--- src/common/harness_cfg_pkg.sv ---
// ##########################################################################
// Harness configuration
// Switch cell latency, power domain counts and GPIO counter limit
// ##########################################################################

package harness_cfg_pkg;

  // Power-switch cell emulation
  localparam int unsigned SWITCH_ACK_LATENCY = 15;

  // Memory banks with a switch of their own
  localparam int unsigned NUM_BANKS = 2;

  // External power domains
  localparam int unsigned EXT_DOMAINS = 1;

  // Active-low switch masks
  typedef logic [NUM_BANKS-1:0] bank_mask_t;
  typedef logic [EXT_DOMAINS-1:0] domain_mask_t;

  // High input cycles per output pulse
  localparam logic [31:0] GPIO_CNT_MAX = 32'd2048;

endpackage

--- src/gpio_cnt.sv ---
// ##########################################################################
// GPIO counter device
// Pulses the output pin once per run of high input samples
// ##########################################################################

`timescale 1ns/1ps

module gpio_cnt (
  input  logic clk_i,
  input  logic arst_n_i,
  input  logic gpio_i,
  output logic gpio_o
);

  localparam logic [31:0] CNT_LAST = harness_cfg_pkg::GPIO_CNT_MAX - 32'd1;

  logic [31:0] cnt_q;
  logic        pulse_q;
  logic        cnt_done;

  assign cnt_done = (cnt_q == CNT_LAST);

  always_ff @(posedge clk_i or negedge arst_n_i) begin
    if (!arst_n_i) begin
      cnt_q   <= '0;
      pulse_q <= 1'b0;
    end else begin
      if (!gpio_i) begin
        // Any low sample restarts the run
        cnt_q   <= '0;
        pulse_q <= 1'b0;
      end else if (cnt_done) begin
        cnt_q   <= '0;
        pulse_q <= 1'b1;
      end else begin
        cnt_q   <= cnt_q + 32'd1;
        pulse_q <= 1'b0;
      end
    end
  end

  // One cycle pulse after the last counted sample
  assign gpio_o = pulse_q;

endmodule

--- config.mk ---
export PLATFORM = sky130hd
export DESIGN_NAME = gpio_cnt
export DESIGN_NICKNAME = d
export VERILOG_FILES = /design/src/common/harness_cfg_pkg.sv /design/src/gpio_cnt.sv
export SDC_FILE = /design/constraint.sdc
export NUM_CORES = 1
export LEC_CHECK = 0
export ABC_AREA = 1
export BUFFER_PORTS_ARGS = -buffer_cell sky130_fd_sc_hd__buf_2
export CAP_MARGIN = 0
export CORE_ASPECT_RATIO = 1.25
export CORE_MARGIN = 2
export CORE_UTILIZATION = 50
export CTS_BUF_LIST = sky130_fd_sc_hd__clkbuf_16
export DETAILED_ROUTE_END_ITERATION = 6
export HOLD_SLACK_MARGIN = 0.06
export PLACE_DENSITY = 0.65
export SLEW_MARGIN = 10
export SYNTH_ARGS = -nofsm -noshare
export SYNTH_HDL_FRONTEND = slang
export SYNTH_SLANG_ARGS = --single-unit
--- constraint.sdc ---
create_clock -name clk_i -period 1.7 [get_ports clk_i]
set_clock_uncertainty 0.2 [all_clocks]
set_input_delay 0.34 -clock clk_i [delete_from_list [all_inputs] [get_ports clk_i]]
set_output_delay 0.34 -clock clk_i [all_outputs]
set_load 0.05 [all_outputs]
==> impl_metrics.json <==
{
  "syn_area_cell_um2": 6.68,
  "finalWorstSetupSlack_ns": 0.114,
  "synth_instances": 313,
  "timing.fmax_mhz": 631,
  "drt_pass1_iterations": 4,
  "dpl.hpwl_um": 4020,
  "rows": 26,
  "final-instance-count-excl-fill": 388,
  "dpl.cell_count": 376,
  "hold_viol_final": 0,
  "io_buffers": 3,
  "rsz0062_at_grt": "true",
  "synth-warning-count": 0,
  "global_route_wire_length_before_repair_um": 8700,
  "detail_route.iter0.violations": 73,
  "place.gp.congestion": 0.932,
  "syn-num-nets": 317,
  "crit_path_max_fanout": 5,
  "cts-buffers-inserted": 5,
  "finalWorstPathRequiredPeriod_ns": 1.59,
  "die_height_um": 76.3,
  "clkSlewWorstSetupHoldPaths_ns": 0.05,
  "drt_drc_violations_left": 0,
  "globalRoute.totalOverflow": 0,
  "grt_start_max_net_pins": 19,
  "setup-violations-final": 0,
  "crit_path_max_cell_delay_ns": 0.38,
  "crit_chain": "ha_2 > inv_2 > nor2_4 > nand2_4 > buf_4 > xor2_1 > nor2_1",
  "synth_sequential_area_ratio_pct": 39.5,
  "critical_path_required_ns": 1.66,
  "p_per_area_mw_per_mm2": 769,
  "power.ir.vdd_worst_v": 0.000501,
  "htree_num_levels": 2,
  "slew_headroom_pct": 71.2,
  "cp.arrival_ns": 1.55,
  "report.final.slew_viol_count": 0,
  "detail_route.wirelength_um": 4930,
  "dieArea_mm2": 0.00472,
  "track_usage_pct": 24.9,
  "critPathKind": "flip-flop to flip-flop",
  "hold_ws_ns": 0.153,
  "post_drt_via_cell_ratio": 4.79,
  "drive_above_1_share_pct": 13.6,
  "grt_antenna_before_repair": 0,
  "dr_total_vias": 1858,
  "start_kind": "flip-flop",
  "pin_count": 4,
  "design.final.nets": 335,
  "timing.final.crit_share_pct": 93.3,
  "initial_utilization_pct": 51.4,
  "clock_tree_from_tritoncts": "done",
  "numClockSinks": 33,
  "clock_tree.buffer_depth": 2,
  "core_mm2": 0.00407,
  "clk_latency_ns": 0.28,
  "fp.dieW_um": 61.9,
  "avgRoutedWirePerCell_um": 12.7,
  "post_syn_area_mm2": 0.00209,
  "area_growth_pct": 16.9,
  "drtAntennaViolNets": 0,
  "worst-slew-pin-transition_ns": 0.432,
  "synthDistinctLibCells": 17,
  "hold_path.class": "primary input to flip-flop",
  "worst_hold_path.num_cells": 3,
  "cap_viol_max_count": 0,
  "worst-r2r-cell-count": 7,
  "cp-end-kind": "flip-flop",
  "ys_ff_latch": 33,
  "run_status": "finished, final reports clean",
  "grt_pass1_vias": 1879,
  "clock_tree.root_cell": "sky130_fd_sc_hd__clkbuf_16",
  "leakage_power_total_nw": 1.11,
  "diodes": 0,
  "crit_slowest_cell": "sky130_fd_sc_hd__dfrtp_1",
  "worst_setup_slack_before_clock_tree_synthesis_ns": 0.0454
}
-- sequential cells by signal, summed over array words and instances (netlist names) --
name	count
cnt_q	32
gpio_o	1
-- cells by family (layout without fill, tap and decap cells) --
kind of cell	count (synthesis)	count (layout)	share of synthesized area (%)
AO/OA/AOI/OAI	1	1	0.239
adder cells (fa/ha/maj)	1	1	0.598
buffers and inverters	39	58	7.00
AND/OR/NAND/NOR	224	224	46.4
flip-flops	33	33	39.5
XOR/XNOR	15	15	6.28
-- cells in the final DEF (no fill, tap or decap) --
master and instances:
sky130_fd_sc_hd__nand3b_1 1, sky130_fd_sc_hd__clkinv_1 2, sky130_fd_sc_hd__nand4_1 1, sky130_fd_sc_hd__xnor2_1 2, sky130_fd_sc_hd__nor2_4 9, sky130_fd_sc_hd__nand2_2 7
sky130_fd_sc_hd__clkbuf_16 5, sky130_fd_sc_hd__clkinvlp_4 1, sky130_fd_sc_hd__inv_1 35, sky130_fd_sc_hd__nand2_4 3, sky130_fd_sc_hd__inv_2 1, sky130_fd_sc_hd__o21ai_1 1
sky130_fd_sc_hd__ha_2 1, sky130_fd_sc_hd__buf_2 3, sky130_fd_sc_hd__buf_4 8, sky130_fd_sc_hd__dfrtp_1 33, sky130_fd_sc_hd__nor2_2 5, sky130_fd_sc_hd__nand3_1 17
sky130_fd_sc_hd__nor2_1 80, sky130_fd_sc_hd__dlygate4sd3_1 1, sky130_fd_sc_hd__bufinv_16 1, sky130_fd_sc_hd__xor2_1 13, sky130_fd_sc_hd__nand2_1 101, sky130_fd_sc_hd__buf_12 1
-- worst paths after layout --
path | startpoint | end | slack, ns
min in group asynchronous | arst_n_i | cnt_q[2]$_DFF_PN0_ | 0.33
max reg2reg | cnt_q[1]$_DFF_PN0_ | cnt_q[8]$_DFF_PN0_ | 0.11
max | cnt_q[1]$_DFF_PN0_ | cnt_q[8]$_DFF_PN0_ | 0.11
min | gpio_i | cnt_q[5]$_DFF_PN0_ | 0.15
min reg2reg | cnt_q[31]$_DFF_PN0_ | cnt_q[31]$_DFF_PN0_ | 0.38
max in group asynchronous | arst_n_i | cnt_q[10]$_DFF_PN0_ | 0.54
-- Yosys cell counts --
master                     instances  share of area (%)
sky130_fd_sc_hd__nand3b_1          1               0.36
sky130_fd_sc_hd__nand2_2           6                1.8
sky130_fd_sc_hd__nor2_4            8                4.3
sky130_fd_sc_hd__o21ai_1           1               0.24
sky130_fd_sc_hd__nand3_1          17                4.1
sky130_fd_sc_hd__nand2_4           2                1.1
sky130_fd_sc_hd__dfrtp_1          33                 39
sky130_fd_sc_hd__ha_1              1               0.60
sky130_fd_sc_hd__xnor2_1           2               0.84
sky130_fd_sc_hd__nor2_2            5                1.5
sky130_fd_sc_hd__nand4_1           1               0.30
sky130_fd_sc_hd__xor2_1           13                5.4
sky130_fd_sc_hd__inv_1            36                6.5
sky130_fd_sc_hd__clkinv_1          1               0.18
sky130_fd_sc_hd__nor2_1           81                 15
sky130_fd_sc_hd__clkbuf_1          2               0.36
sky130_fd_sc_hd__nand2_1         103                 18
-- power by group --
group / switching, mW / leakage [nW] / internal [mW]
combinational: 0.0423 / 0.578 / 0.0224
sequential: 0.00650 / 0.459 / 0.792
clock: 0.333 / 0.0775 / 0.685
total: 0.382 / 1.11 / 1.50
-- through the flow --
stage	power [mW]	TNS, ns	cell area (µm²)	utilization, %
3_5_place_dp	0.876	0	2230	54.8
5_1_grt	1.94	-0.00767	2450	60.2
2_1_floorplan	0.836	0	2090	-
3_3_place_gp	0.873	0	2230	54.8
6_report	1.88	0	2450	60.2
4_1_cts	1.90	0	2400	59.1
-- worst max-delay path: cells and delay by family, from the launching register on --
family	cells	cell delay [ns]
XOR/XNOR	1	0.16
adder cells (fa/ha/maj)	1	0.21
flip-flops	1	0.38
buffers and inverters	2	0.20
AND/OR/NAND/NOR	3	0.32
-- what timing repair did --
item                       4_1_cts  5_1_grt
buffers inserted                 0        3
hold buffers                     1        0
hold endpoints to repair        17        0
setup endpoints to repair        0       18
gates resized for setup          0        7
-- layer usage --
| layer | track usage [%] | routed length, µm |
|---|---|---|
| met1 | 32.9 | 2170 |
| met2 | 40.8 | 2510 |
| met3 | 4.75 | 152 |
| met4 | 6.81 | 95 |
| met5 | 0 | 0 |
-- final cells by class --
cell class                 instances  area (µm²)
inverter                          37         139
tap                               56        70.1
multi-input combinational        241        1140
timing repair buffer              13         105
fill                             404        1620
sequential                        33         826
clock inverter                     3        41.3
clock buffer                       5         125
No activity file was read; power rests on OpenSTA's default activity.
