$ cat config.mk
export PLATFORM = sky130hd
export DESIGN_NAME = obi_fifo
export DESIGN_NICKNAME = d
export VERILOG_FILES = /design/src/common/obi_bus_pkg.sv /design/src/slow_mem/obi_fifo.sv
export SDC_FILE = /design/constraint.sdc
export NUM_CORES = 1
export LEC_CHECK = 0
export BUFFER_PORTS_ARGS = -buffer_cell sky130_fd_sc_hd__buf_2
export CORE_UTILIZATION = 57
export CTS_CLUSTER_SIZE = 8
export DETAILED_ROUTE_END_ITERATION = 6
export PLACE_DENSITY = 0.79
export SLEW_MARGIN = 10
export SYNTH_ARGS = -nofsm -noshare
export SYNTH_HDL_FRONTEND = slang
export SYNTH_SLANG_ARGS = --single-unit
$ cat constraint.sdc
create_clock -name clk_i -period 3.6 [get_ports clk_i]
set_clock_uncertainty 0.1 [all_clocks]
set_input_delay 0.72 -clock clk_i [delete_from_list [all_inputs] [get_ports clk_i]]
set_output_delay 0.72 -clock clk_i [all_outputs]
set_load 0.005 [all_outputs]
$ cat src/common/obi_bus_pkg.sv
// ##########################################################################
// OBI bus definitions
// Bus widths, payload types and slow memory timing
// ##########################################################################

package obi_bus_pkg;

  localparam int unsigned ADDR_W = 32;
  localparam int unsigned DATA_W = 32;

  typedef logic [ADDR_W-1:0] addr_t;
  typedef logic [DATA_W-1:0] data_t;
  typedef logic [DATA_W/8-1:0] be_t;

  // Slow memory geometry, word index from address bits 15:2
  localparam int unsigned MEM_NUM_WORDS = 8192;
  localparam int unsigned MEM_IDX_W = 14;

  // Queue depth and outstanding limit
  localparam int unsigned OBI_FIFO_DEPTH = 4;

  // Slow memory timing in cycles
  localparam int unsigned SLOW_MEM_GNT_DELAY = 2;
  localparam int unsigned SLOW_MEM_READ_LATENCY = 3;

endpackage

$ cat src/slow_mem/obi_fifo.sv
// ##########################################################################
// OBI request/response FIFO
// Queues requests and responses between a producer and a slow slave
// ##########################################################################

`timescale 1ns/1ps

module obi_fifo (
  input  logic               clk_i,
  input  logic               arst_n_i,
  input  logic               prod_req_i,
  input  logic               prod_we_i,
  input  obi_bus_pkg::be_t   prod_be_i,
  input  obi_bus_pkg::addr_t prod_addr_i,
  input  obi_bus_pkg::data_t prod_wdata_i,
  output logic               prod_gnt_o,
  output logic               prod_rvalid_o,
  output obi_bus_pkg::data_t prod_rdata_o,
  output logic               cons_req_o,
  output logic               cons_we_o,
  output obi_bus_pkg::be_t   cons_be_o,
  output obi_bus_pkg::addr_t cons_addr_o,
  output obi_bus_pkg::data_t cons_wdata_o,
  input  logic               cons_gnt_i,
  input  logic               cons_rvalid_i,
  input  obi_bus_pkg::data_t cons_rdata_i
);

  localparam int unsigned DEPTH = obi_bus_pkg::OBI_FIFO_DEPTH;
  localparam int unsigned PTR_W = (DEPTH > 1) ? $clog2(DEPTH) : 1;
  localparam int unsigned CNT_W = $clog2(DEPTH + 1);
  localparam int unsigned REQ_W = 1 + $bits(obi_bus_pkg::be_t) + obi_bus_pkg::ADDR_W +
                                  obi_bus_pkg::DATA_W;

  logic [REQ_W-1:0]   req_mem_q [DEPTH];
  logic [PTR_W-1:0]   req_wr_ptr_q, req_rd_ptr_q;
  logic [CNT_W-1:0]   req_cnt_q;
  obi_bus_pkg::data_t rsp_mem_q [DEPTH];
  logic [PTR_W-1:0]   rsp_wr_ptr_q, rsp_rd_ptr_q;
  logic [CNT_W-1:0]   rsp_cnt_q;
  logic [CNT_W-1:0]   outst_q;
  logic               prod_accept;
  logic               cons_accept;

  function automatic logic [PTR_W-1:0] ptr_next(input logic [PTR_W-1:0] ptr);
    return (ptr == PTR_W'(DEPTH - 1)) ? '0 : ptr + 1'b1;
  endfunction

  // Grant only while a response slot is still free
  assign prod_gnt_o  = prod_req_i && (outst_q < CNT_W'(DEPTH));
  assign prod_accept = prod_req_i && prod_gnt_o;
  assign cons_accept = cons_req_o && cons_gnt_i;

  assign cons_req_o = (req_cnt_q != '0);
  assign {cons_we_o, cons_be_o, cons_addr_o, cons_wdata_o} = req_mem_q[req_rd_ptr_q];

  assign prod_rvalid_o = (rsp_cnt_q != '0);
  assign prod_rdata_o  = rsp_mem_q[rsp_rd_ptr_q];

  always_ff @(posedge clk_i or negedge arst_n_i) begin
    if (!arst_n_i) begin
      req_wr_ptr_q <= '0;
      req_rd_ptr_q <= '0;
      req_cnt_q    <= '0;
      rsp_wr_ptr_q <= '0;
      rsp_rd_ptr_q <= '0;
      rsp_cnt_q    <= '0;
      outst_q      <= '0;
    end else begin
      if (prod_accept) req_wr_ptr_q <= ptr_next(req_wr_ptr_q);
      if (cons_accept) req_rd_ptr_q <= ptr_next(req_rd_ptr_q);
      if (prod_accept && !cons_accept) req_cnt_q <= req_cnt_q + 1'b1;
      if (!prod_accept && cons_accept) req_cnt_q <= req_cnt_q - 1'b1;

      // Producer always takes the response, so pop whenever one is there
      if (cons_rvalid_i) rsp_wr_ptr_q <= ptr_next(rsp_wr_ptr_q);
      if (prod_rvalid_o) rsp_rd_ptr_q <= ptr_next(rsp_rd_ptr_q);
      if (cons_rvalid_i && !prod_rvalid_o) rsp_cnt_q <= rsp_cnt_q + 1'b1;
      if (!cons_rvalid_i && prod_rvalid_o) rsp_cnt_q <= rsp_cnt_q - 1'b1;

      if (prod_accept && !prod_rvalid_o) outst_q <= outst_q + 1'b1;
      if (!prod_accept && prod_rvalid_o) outst_q <= outst_q - 1'b1;
    end
  end

  always_ff @(posedge clk_i) begin
    if (prod_accept) begin
      req_mem_q[req_wr_ptr_q] <= {prod_we_i, prod_be_i, prod_addr_i, prod_wdata_i};
    end
    if (cons_rvalid_i) begin
      rsp_mem_q[rsp_wr_ptr_q] <= cons_rdata_i;
    end
  end

endmodule

==> out/results.ini <==
[status]
status=complete, no violations

[setup_path]
cp_max_fo=29
critical_path_class=reg2out
critPathArrivalTime_ns=2.39
cp-start-kind=flop
worst_ep_required_time_ns=2.78
rr_startpoint=rsp_cnt_q[0]$_DFFE_PN0P_
worstSetupEndpointType=primary output
r2r_slack_ns=1.36
crit_start=req_rd_ptr_q[0]$_DFFE_PN0P_

[timing]
fin_crit_ns=3.212
fin_setup_tns_ns=0
max_freq_mhz=311.3
drv_slew=0
setup_viol=0
setup_slack_ns=0.3878
relSlewSlack=0.4815
finalHoldViolCount=0
tightest_slew_ns=0.7777
rsz0062_at_grt=no
finalCritPeriodShare=0.8923

[route]
via_per_inst=5.810
drtIter0Drc=583
vias=7210
wl_per_cell_um=23.22
antenna_left=0
drtPass1Iterations=5
drc=0
drt_wl_total_mm=28.82

[hold_path]
hold_class=in2reg
min_from=cons_rdata_i[18]

[synthesis]
yosysTopAreaCell=edfxtp_1
syn_nets=741
ys_seq_elements=421
yosysMostFrequentCell=edfxtp_1
synth_top_area_share=0.7751
synthCells=619
async_reset_ff_frac=0.04038
synth_edf_count=404
syn_area_sq_mm=0.01565
synthFlopType=edfxtp_1
synth.distinct_cells=23
syn_avg_cell_area_sq_um=25.29
netlist_top_cells_count=edfxtp_1, mux4_2, dfrtp_1, inv_1, ha_1
seq_area_frac_synth=0.8022
synth_warnings=0
ys_top_cells_by_area=edfxtp_1, mux4_2, dfrtp_1

[placed_design]
gp_congestion=0.7529
io_buffers=209
hpwl_mm=17.13
dp_cells=1165
dp_slack_ns=0.9296

[clock_network]
clockBufferDepth=3
clockRootBuffer=clkbuf_16
cts_tree=yes
clk_latency_ns=0.55
clock_sinks=421
clk_pin_slew_worst_paths_ns=0.05
cts_max_level=2
cts_inserted_buffers=58

[grt]
grt_use_total=0.2086
grt_max_degree=44
antenna_found_initial=5
grt_pass1_wl_mm=43.41
grt_overflow=0
grt_pass1_vias=7639

[die]
ioPinCount=210
die_area_sq_mm=0.02813
die_w_um=167.7
core_area_sq_mm=0.02695
die_y_um=167.7
floorplan.initialDensity=0.5808
rows=60

[pwr]
leakagePower_nw=6.544
power_density_mw_per_mm2=808.0
ir_drop_uv=579.9

[cells_and_area]
fin_util=0.6942
syn2layout_area_growth_pct=19.52
finalNonFillerCells=1241
nets=1007
drive_above_1_share=0.4482

[flow_run]
cap_violations=0

worst max-delay path: stages (launching register included):
cell	delay [ns]
dfrtp_4	0.81
buf_4	0.33
mux4_2	0.53
buf_2	0.15
report_power, final:
| group | internal [mW] | switching [mW] | total (mW) | leakage (nW) |
|---|---|---|---|---|
| Clock | 2.89 | 1.81 | 4.70 | 0.755 |
| Sequential | 6.22 | 0.414 | 6.64 | 3.88 |
| Combinational | 1.99 | 1.79 | 3.78 | 1.91 |
worst paths after layout:
kind,depth (start not counted),to
worst max-delay path,3,cons_wdata_o[6]
worst min-delay path,1,rsp_mem_q[2][18]$_DFFE_PP_
worst max register to register,7,outst_q[2]$_DFFE_PN0P_
worst min register to register,1,req_cnt_q[2]$_DFFE_PN0P_
max in group asynchronous,2,req_rd_ptr_q[0]$_DFFE_PN0P_
min in group asynchronous,2,req_cnt_q[0]$_DFFE_PN0P_
sequential cells by signal (all words and copies together), names as in the netlist:
name,cells
outst_q,3
req_rd_ptr_q,2
req_wr_ptr_q,2
req_cnt_q,3
rsp_wr_ptr_q,2
req_mem_q,276
rsp_mem_q,128
rsp_cnt_q,3
rsp_rd_ptr_q,2
metrics by stage:
| stage | hold WS (ns) | instance area, sq um | total power, mW |
|---|---|---|---|
| finish | 0.2719 | 18710 | 15.12 |
| floorplan | 0.3244 | 15650 | 9.162 |
| global route | 0.2499 | 18700 | 15.76 |
| CTS | 0.2481 | 18700 | 15.28 |
| detailed placement | 0.3546 | 17140 | 10.54 |
| global placement | 0.3512 | 17140 | 10.44 |
per-layer routing:
layer,track usage,vias to the layer above,routed length (um)
met1,0.2660,3747,11490
li1,-,3130,-
met2,0.3467,279,14410
met4,0.07100,4,706
met3,0.06027,50,2182
met5,0,-,30
kinds of logic (layout without fill, tap and decap cells):
logic type | count (synthesis) | count (layout) | share of synthesized area
adders and majority gates | 16 | 16 | 0.01423
other | 0 | 3 | 0
AOI/OAI and AO/OA | 5 | 5 | 0.001759
and+or+nand+nor | 22 | 22 | 0.007194
muxes | 107 | 107 | 0.1497
xor gates and xnor gates | 9 | 9 | 0.005036
DFF | 421 | 421 | 0.8022
buffers and inverters | 39 | 317 | 0.01982
layout by cell type (no fill, tap or decap), drive strengths merged:
cell / Yosys / layout
o21ai: 4 / 4
xor2: 5 / 5
buf: 22 / 230
inv: 14 / 16
nor2: 5 / 5
clkinv: 0 / 1
nor2b: 1 / 1
dlygate4sd3: 0 / 1
a21o: 1 / 1
mux4: 101 / 101
and2: 8 / 8
diode: 0 / 3
mux2i: 2 / 2
fa: 3 / 3
dfrtp: 17 / 17
mux2: 4 / 4
or3: 2 / 2
nand2: 4 / 4
nor3: 2 / 2
ha: 13 / 13
edfxtp: 404 / 404
xnor2: 4 / 4
clkbuf: 3 / 69
layout make-up:
cell class | count | area (sq um)
Inverter | 14 | 52.55
Antenna cell | 3 | 7.507
Clock inverter | 3 | 32.53
Sequential cell | 421 | 12570
Tap cell | 341 | 426.7
Fill cell | 1560 | 8243
Clock buffer | 69 | 1514
Timing Repair Buffer | 231 | 1314
Multi-Input combinational cell | 159 | 2795
what timing repair did:
action	CTS	global route
endpoints found under the hold margin	17	0
hold buffers	1	0
gates resized for setup	0	0
setup buffers	0	0
Power figures use the tool's default switching activity.
