$ cat src/common/harness_cfg_pkg.sv
// ##########################################################################
// Harness configuration
// Switch cell latency, power domain counts and GPIO counter limit
// ##########################################################################

package harness_cfg_pkg;

  // Power-switch cell emulation
  localparam int unsigned SWITCH_ACK_LATENCY = 15;

  // Memory banks with a switch of their own
  localparam int unsigned NUM_BANKS = 2;

  // External power domains
  localparam int unsigned EXT_DOMAINS = 1;

  // Active-low switch masks
  typedef logic [NUM_BANKS-1:0] bank_mask_t;
  typedef logic [EXT_DOMAINS-1:0] domain_mask_t;

  // High input cycles per output pulse
  localparam logic [31:0] GPIO_CNT_MAX = 32'd2048;

endpackage

$ cat src/switch_ack_delay.sv
// ##########################################################################
// Power-switch cell model
// Returns each switch request as an acknowledge after a fixed delay
// ##########################################################################

`timescale 1ns/1ps

module switch_ack_delay #(
  parameter type payload_t = logic
) (
  input  logic     clk_i,
  input  logic     arst_n_i,
  input  payload_t switch_n_i,
  output payload_t switch_ack_n_o
);

  localparam int unsigned DEPTH = harness_cfg_pkg::SWITCH_ACK_LATENCY;

  payload_t stage_q [DEPTH];

  // Ones mean not acknowledged until the line has filled
  always_ff @(posedge clk_i or negedge arst_n_i) begin
    if (!arst_n_i) begin
      for (int i = 0; i < DEPTH; i++) begin
        stage_q[i] <= '1;
      end
    end else begin
      stage_q[0] <= switch_n_i;
      for (int i = 1; i < DEPTH; i++) begin
        stage_q[i] <= stage_q[i-1];
      end
    end
  end

  assign switch_ack_n_o = stage_q[DEPTH-1];

endmodule

$ cat config.mk
export PLATFORM = sky130hd
export DESIGN_NAME = switch_ack_delay
export DESIGN_NICKNAME = d
export VERILOG_FILES = /design/src/common/harness_cfg_pkg.sv /design/src/switch_ack_delay.sv
export SDC_FILE = /design/constraint.sdc
export NUM_CORES = 1
export LEC_CHECK = 0
export ABC_AREA = 1
export BUFFER_PORTS_ARGS = -buffer_cell sky130_fd_sc_hd__buf_4
export CAP_MARGIN = 30
export CORE_AREA = 4 4 41 43
export DETAILED_ROUTE_END_ITERATION = 8
export DIE_AREA = 0 0 45 47
export PLACE_DENSITY = 0.46
export RECOVER_POWER = 50
export SLEW_MARGIN = 15
export SYNTH_ARGS = -nofsm -noshare
export SYNTH_HDL_FRONTEND = slang
export SYNTH_SLANG_ARGS = --single-unit
$ cat constraint.sdc
create_clock -name clk_i -period 0.8 [get_ports clk_i]
set_clock_uncertainty 0.05 [all_clocks]
set_input_delay 0.04 -clock clk_i [delete_from_list [all_inputs] [get_ports clk_i]]
set_output_delay 0.04 -clock clk_i [all_outputs]
set_load 0.05 [all_outputs]
==> flow_summary.ini, run 1 <==
[setup_path]
crit_buf_inv = 1
worstSetupPathType = reg2out
cpPeakStageDelay_ps = 550
reg2reg_slack_ps = 160
critPathTopFamily = flip-flops
reg2reg_depth = 0
path_cells = buf_8
reg2reg_from = stage_q[11]
rr_endpoint = stage_q[10]
required_ps = 710
cp_slowest_cell = dfstp_2
cp.arrival_ps = 960
cp_max_fo = 1
cp-end-kind = output pin
start_kind = flop

[grt]
grt_overflow = 0
grt_max_degree = 16
gr-usage-all-layers = 0.0605
grt_pass1_vias = 162
antenna_found_initial = 0
grt_pass1_wl_um = 738

[logic_synthesis]
yosys.area.top_type_share = 1.00
synthAdderAreaFrac = 0
synth_top_area_cell = dfstp_2
yosys.area_share.simple = 0
syn_area_um2 = 394
muxShareOfSynthArea = 0
ys_seq_area_frac = 1.00
synth_area_per_cell_um2 = 26.3
yosysWarnings = 0
ys_ff_latch = 15
synth_cells = 15
syn_nets = 18
synthXorXnorAreaFrac = 0
synth_compound_area_frac = 0
synthTopCellsByArea = dfstp_2 (100%)
synth_cell_types = 1

[finish]
multi_input_comb_area_um2 = 0
instances_no_fill = 39
fin_nets = 28
seq_area_um2 = 394
final_common_cell = dfstp_2
fillers = 124
final_cell_mix = dfstp_2 (15), clkbuf_4 (3), dlygate4sd3_1 (2)
num-multi-input-gates = 0
num_antenna_cells = 0
drive_gt1_frac = 0.917
area_growth_pct = 23.8

[worst_hold_path]
hold-path-cell-count = 0
hp-class = reg2reg
min_to = stage_q[3]
hp-start = stage_q[4]

[timing]
fin_crit_ps = 1050
worst_pin_slew_ps = 333
fmax_ghz = 0.955
maxSlewViolCount = 0
max_slew_margin = 0.778
hold_viol = 0
layout_setup_ws_ps = -248
rsz0062_at_grt = true
period_share = 1.31
finalSetupViolCount = 1

[power]
vdd_ir_drop_max_v = 0.00105
clkPwrFrac = 0.316
comb_power_share = 0.033
seq_power_share = 0.651
p_sw_mw = 0.261
internal_power_mw = 1.03
p_leak_nw = 0.200
powerDensity_mw_per_mm2 = 2650
swShare = 0.202
finalPower_mw = 1.29

[die]
core_mm2 = 0.00130
rows = 13
die-area_mm2 = 0.00212
io_pins = 4
initial_core_util = 0.303
die_w_um = 45
die_h_um = 47

[clock_network]
cts_tree = built
cts_buffer_depth = 2
clk-insertion-delay-late_ps = 280
clock-sinks = 15
root_buffer = clkbuf_4
htreeDepth = 1
cts_buffers = 3
path_clk_slew_ps = 90

[detailed_routing]
ant_nets = 0
drtIter0Drc = 2
drcViolationCount = 0
vias = 145
wire_per_inst_um = 11.4
dr.pass1.iters = 2
viasPerCell = 3.72
wl_um = 445

[placement]
dp.cells = 33
portBuffers = 3
place_congestion = 0.638

[run]
max-cap-violations = 0

[run_status]
status = finished, violations left
violations = negative setup slack
## how the worst max path moves through the flow
stage,start,to,slack [ps],depth (start not counted)
final,switch_ack_n_o,switch_ack_n_o,-250,1
after global routing,switch_ack_n_o,switch_ack_n_o,-290,1
after CTS,switch_ack_n_o,switch_ack_n_o,-270,1
after detailed placement,switch_ack_n_o,switch_ack_n_o,20,1
after global placement,switch_ack_n_o,switch_ack_n_o,30,1
after floorplan,switch_ack_n_o,switch_ack_n_o,50,0
## final cells by class
type | instances | area share
repair buffers | 5 | 0.0974
clock inverters | 1 | 0.0103
well taps | 15 | 0.0385
clock buffers | 3 | 0.0462
flip-flops and latches | 15 | 0.808
## cell usage after synthesis
cell type  instances
dfstp_2           15
## stage by stage
step	TNS, ps	hold WS [ps]	cell area [µm²]	worst slack, ps	util
5_1_grt	-285	305	488	-285	0.375
4_1_cts	-269	298	490	-269	0.377
6_report	-248	308	488	-248	0.375
3_3_place_gp	0	46.5	435	30.5	0.335
3_5_place_dp	0	60.4	435	15.9	0.335
2_1_floorplan	0	-158	394	54.5	-
## registers in the layout (all words and copies together) (netlist names)
signal and cells:
switch_ack_n_o 1, stage_q 14
## logic make-up (layout without fill, tap and decap cells)
family	Yosys count	after routing
flip-flops	15	15
buffers and inverters	0	9
## repair_timing
item,4_1_cts,5_1_grt
endpoints found under the hold margin,16,0
gates resized for setup,2,0
buffers inserted,0,0
endpoints found under the setup margin,1,1
pin swaps,0,0
hold buffers,2,0
gates cloned,0,0
## power groups by stage
| stage | logic (mW) | registers [mW] | clock network [mW] |
|---|---|---|---|
| detailed placement | 0.0342 | 0.851 | 0 |
| CTS | 0.0455 | 0.842 | 0.436 |
| finish | 0.0427 | 0.840 | 0.408 |
| global route | 0.0475 | 0.844 | 0.475 |
| floorplan | 0 | 0.856 | 0 |
| global placement | 0.0330 | 0.850 | 0 |
## layer usage
metal  wire length, µm  global-route usage
met1               196              0.0678
met5                 0                   0
met4                 0              0.0351
met3                56              0.0690
met2               192              0.0650
Power figures use the tool's default switching activity.
==> run 2, diff against run 1 <==
--- a/config.mk
+++ b/config.mk
@@ -9,8 +9,11 @@
 export BUFFER_PORTS_ARGS = -buffer_cell sky130_fd_sc_hd__buf_4
 export CAP_MARGIN = 30
 export CORE_AREA = 4 4 41 43
+export CTS_BUF_LIST = sky130_fd_sc_hd__clkbuf_4
 export DETAILED_ROUTE_END_ITERATION = 8
 export DIE_AREA = 0 0 45 47
+export GPL_TIMING_DRIVEN = 1
+export MAX_ROUTING_LAYER = met4
 export PLACE_DENSITY = 0.46
 export RECOVER_POWER = 50
 export SLEW_MARGIN = 15
==> run 2 against run 1 <==
  * The run still ends with negative setup slack left
  * First-iteration DRC count is the same
  * Core utilization is the same
  * Register-to-register slack is essentially flat
  * Power shrank 0.13%
  * Non-clock buffer count is the same
  * Via count shrank 0.69%
  * Sequential share of layout area is the same
  * Die area is the same
  * Combinational power is essentially flat
  * Largest cell class unchanged
  * Highest routed layer unchanged
==> flow_summary.ini, run 2 (synthesis results as in run 1) <==
[die]
die_h_um = 47
rows = 13
io_pins = 4
die_w_um = 45
core_mm2 = 0.00130
initial_core_util = 0.303
die-area_mm2 = 0.00212

[finish]
final_common_cell = dfstp_2
final_cell_mix = dfstp_2 (15), clkbuf_4 (3), dlygate4sd3_1 (2)
num_antenna_cells = 0
multi_input_comb_area_um2 = 0
num-multi-input-gates = 0
instances_no_fill = 39
fillers = 124
regMostFlops = stage_q
design_area_um2 = 488
largest_reg_flops = 14
seq_area_um2 = 394
fin_nets = 28
area_growth_pct = 23.8
drive_gt1_frac = 0.917

[setup_path]
worstSetupPathType = reg2out
reg2reg_depth = 0
cp.arrival_ps = 960
critPathTopFamily = flip-flops
cpPeakStageDelay_ps = 550
required_ps = 710
start_kind = flop
cp-end-kind = output pin
cp_slowest_cell = dfstp_2
reg2reg_from = stage_q[11]
crit_buf_inv = 1
reg2reg_slack_ps = 160
setup.worst_path.start = switch_ack_n_o
cp_max_fo = 1
rr_endpoint = stage_q[10]
path_cells = buf_8

[clock_network]
htreeDepth = 1
cts_buffer_depth = 2
cts_buffers = 3
cts_tree = built
root_buffer = clkbuf_4
clock-sinks = 15
clk-insertion-delay-late_ps = 270
path_clk_slew_ps = 80

[detailed_routing]
wire_per_inst_um = 11.3
vias = 144
ant_nets = 0
dr.pass1.iters = 2
drtIter0Drc = 2
wl_um = 442
viasPerCell = 3.69
drcViolationCount = 0

[run_status]
violations = negative setup slack
status = finished, violations left

[worst_hold_path]
hp-class = reg2reg
min_to = stage_q[3]
hold-path-cell-count = 0
hp-start = stage_q[4]

[power]
powerDensity_mw_per_mm2 = 2640
vdd_ir_drop_max_v = 0.00105
p_leak_nw = 0.200

[grt]
grt_pass1_vias = 157
gr-usage-all-layers = 0.0626
antenna_found_initial = 0
grt_overflow = 0
grt_pass1_wl_um = 738
grt_max_degree = 16

[timing]
rsz0062_at_grt = true
worst_pin_slew_ps = 333
tns_ps = -246
fmax_ghz = 0.956
maxSlewViolCount = 0
max_slew_margin = 0.778
finalSetupViolCount = 1
layout_setup_ws_ps = -246
hold_viol = 0
fin_crit_ps = 1050
period_share = 1.31

[placement]
place_congestion = 0.643
place_area_um2 = 435
portBuffers = 3
dp.cells = 33

[run]
max-cap-violations = 0
## run 2: what timing repair did
item                                   4_1_cts  5_1_grt
hold buffers                                 2        0
endpoints found under the hold margin       16        0
buffers inserted                             0        0
resized for setup                            2        0
setup endpoints to repair                    1        1
## run 2: cell type report
class / instances / share of cell area
clock inverter: 1 / 0.0103
clock buffer: 3 / 0.0462
tap: 15 / 0.0385
sequential: 15 / 0.808
timing repair buffer: 5 / 0.0974
## run 2: how the worst max path moves through the flow
stage	endpoint	slack (ps)	depth (start not counted)
2_1_floorplan	switch_ack_n_o	50	0
3_3_place_gp	switch_ack_n_o	30	1
3_5_place_dp	switch_ack_n_o	20	1
4_1_cts	switch_ack_n_o	-270	1
5_1_grt	switch_ack_n_o	-290	1
6_report	switch_ack_n_o	-250	1
## run 2: where the power goes
group	total [mW]	internal, mW	leakage (nW)	switching [mW]
clock	0.406	0.185	0.0177	0.221
sequential	0.840	0.827	0.158	0.0131
combinational	0.0427	0.0180	0.0247	0.0247
## run 2: routing by layer
layer | vias up | wire (µm) | GRT usage
li1 | 62 | - | -
met1 | 74 | 193 | 0.0678
met2 | 8 | 189 | 0.0650
met3 | 0 | 59 | 0.0690
met4 | 0 | 0 | 0.0351
met5 | - | 0 | -
## run 2: metrics by stage
step / hold WS, ps / utilization / setup slack (ps) / total power, mW
2_1_floorplan: -158 / - / 54.5 / 0.856
6_report: 308 / 0.375 / -246 / 1.29
3_3_place_gp: 46.5 / 0.335 / 30.5 / 0.883
5_1_grt: 305 / 0.375 / -285 / 1.37
3_5_place_dp: 60.4 / 0.335 / 15.9 / 0.885
4_1_cts: 298 / 0.377 / -269 / 1.32
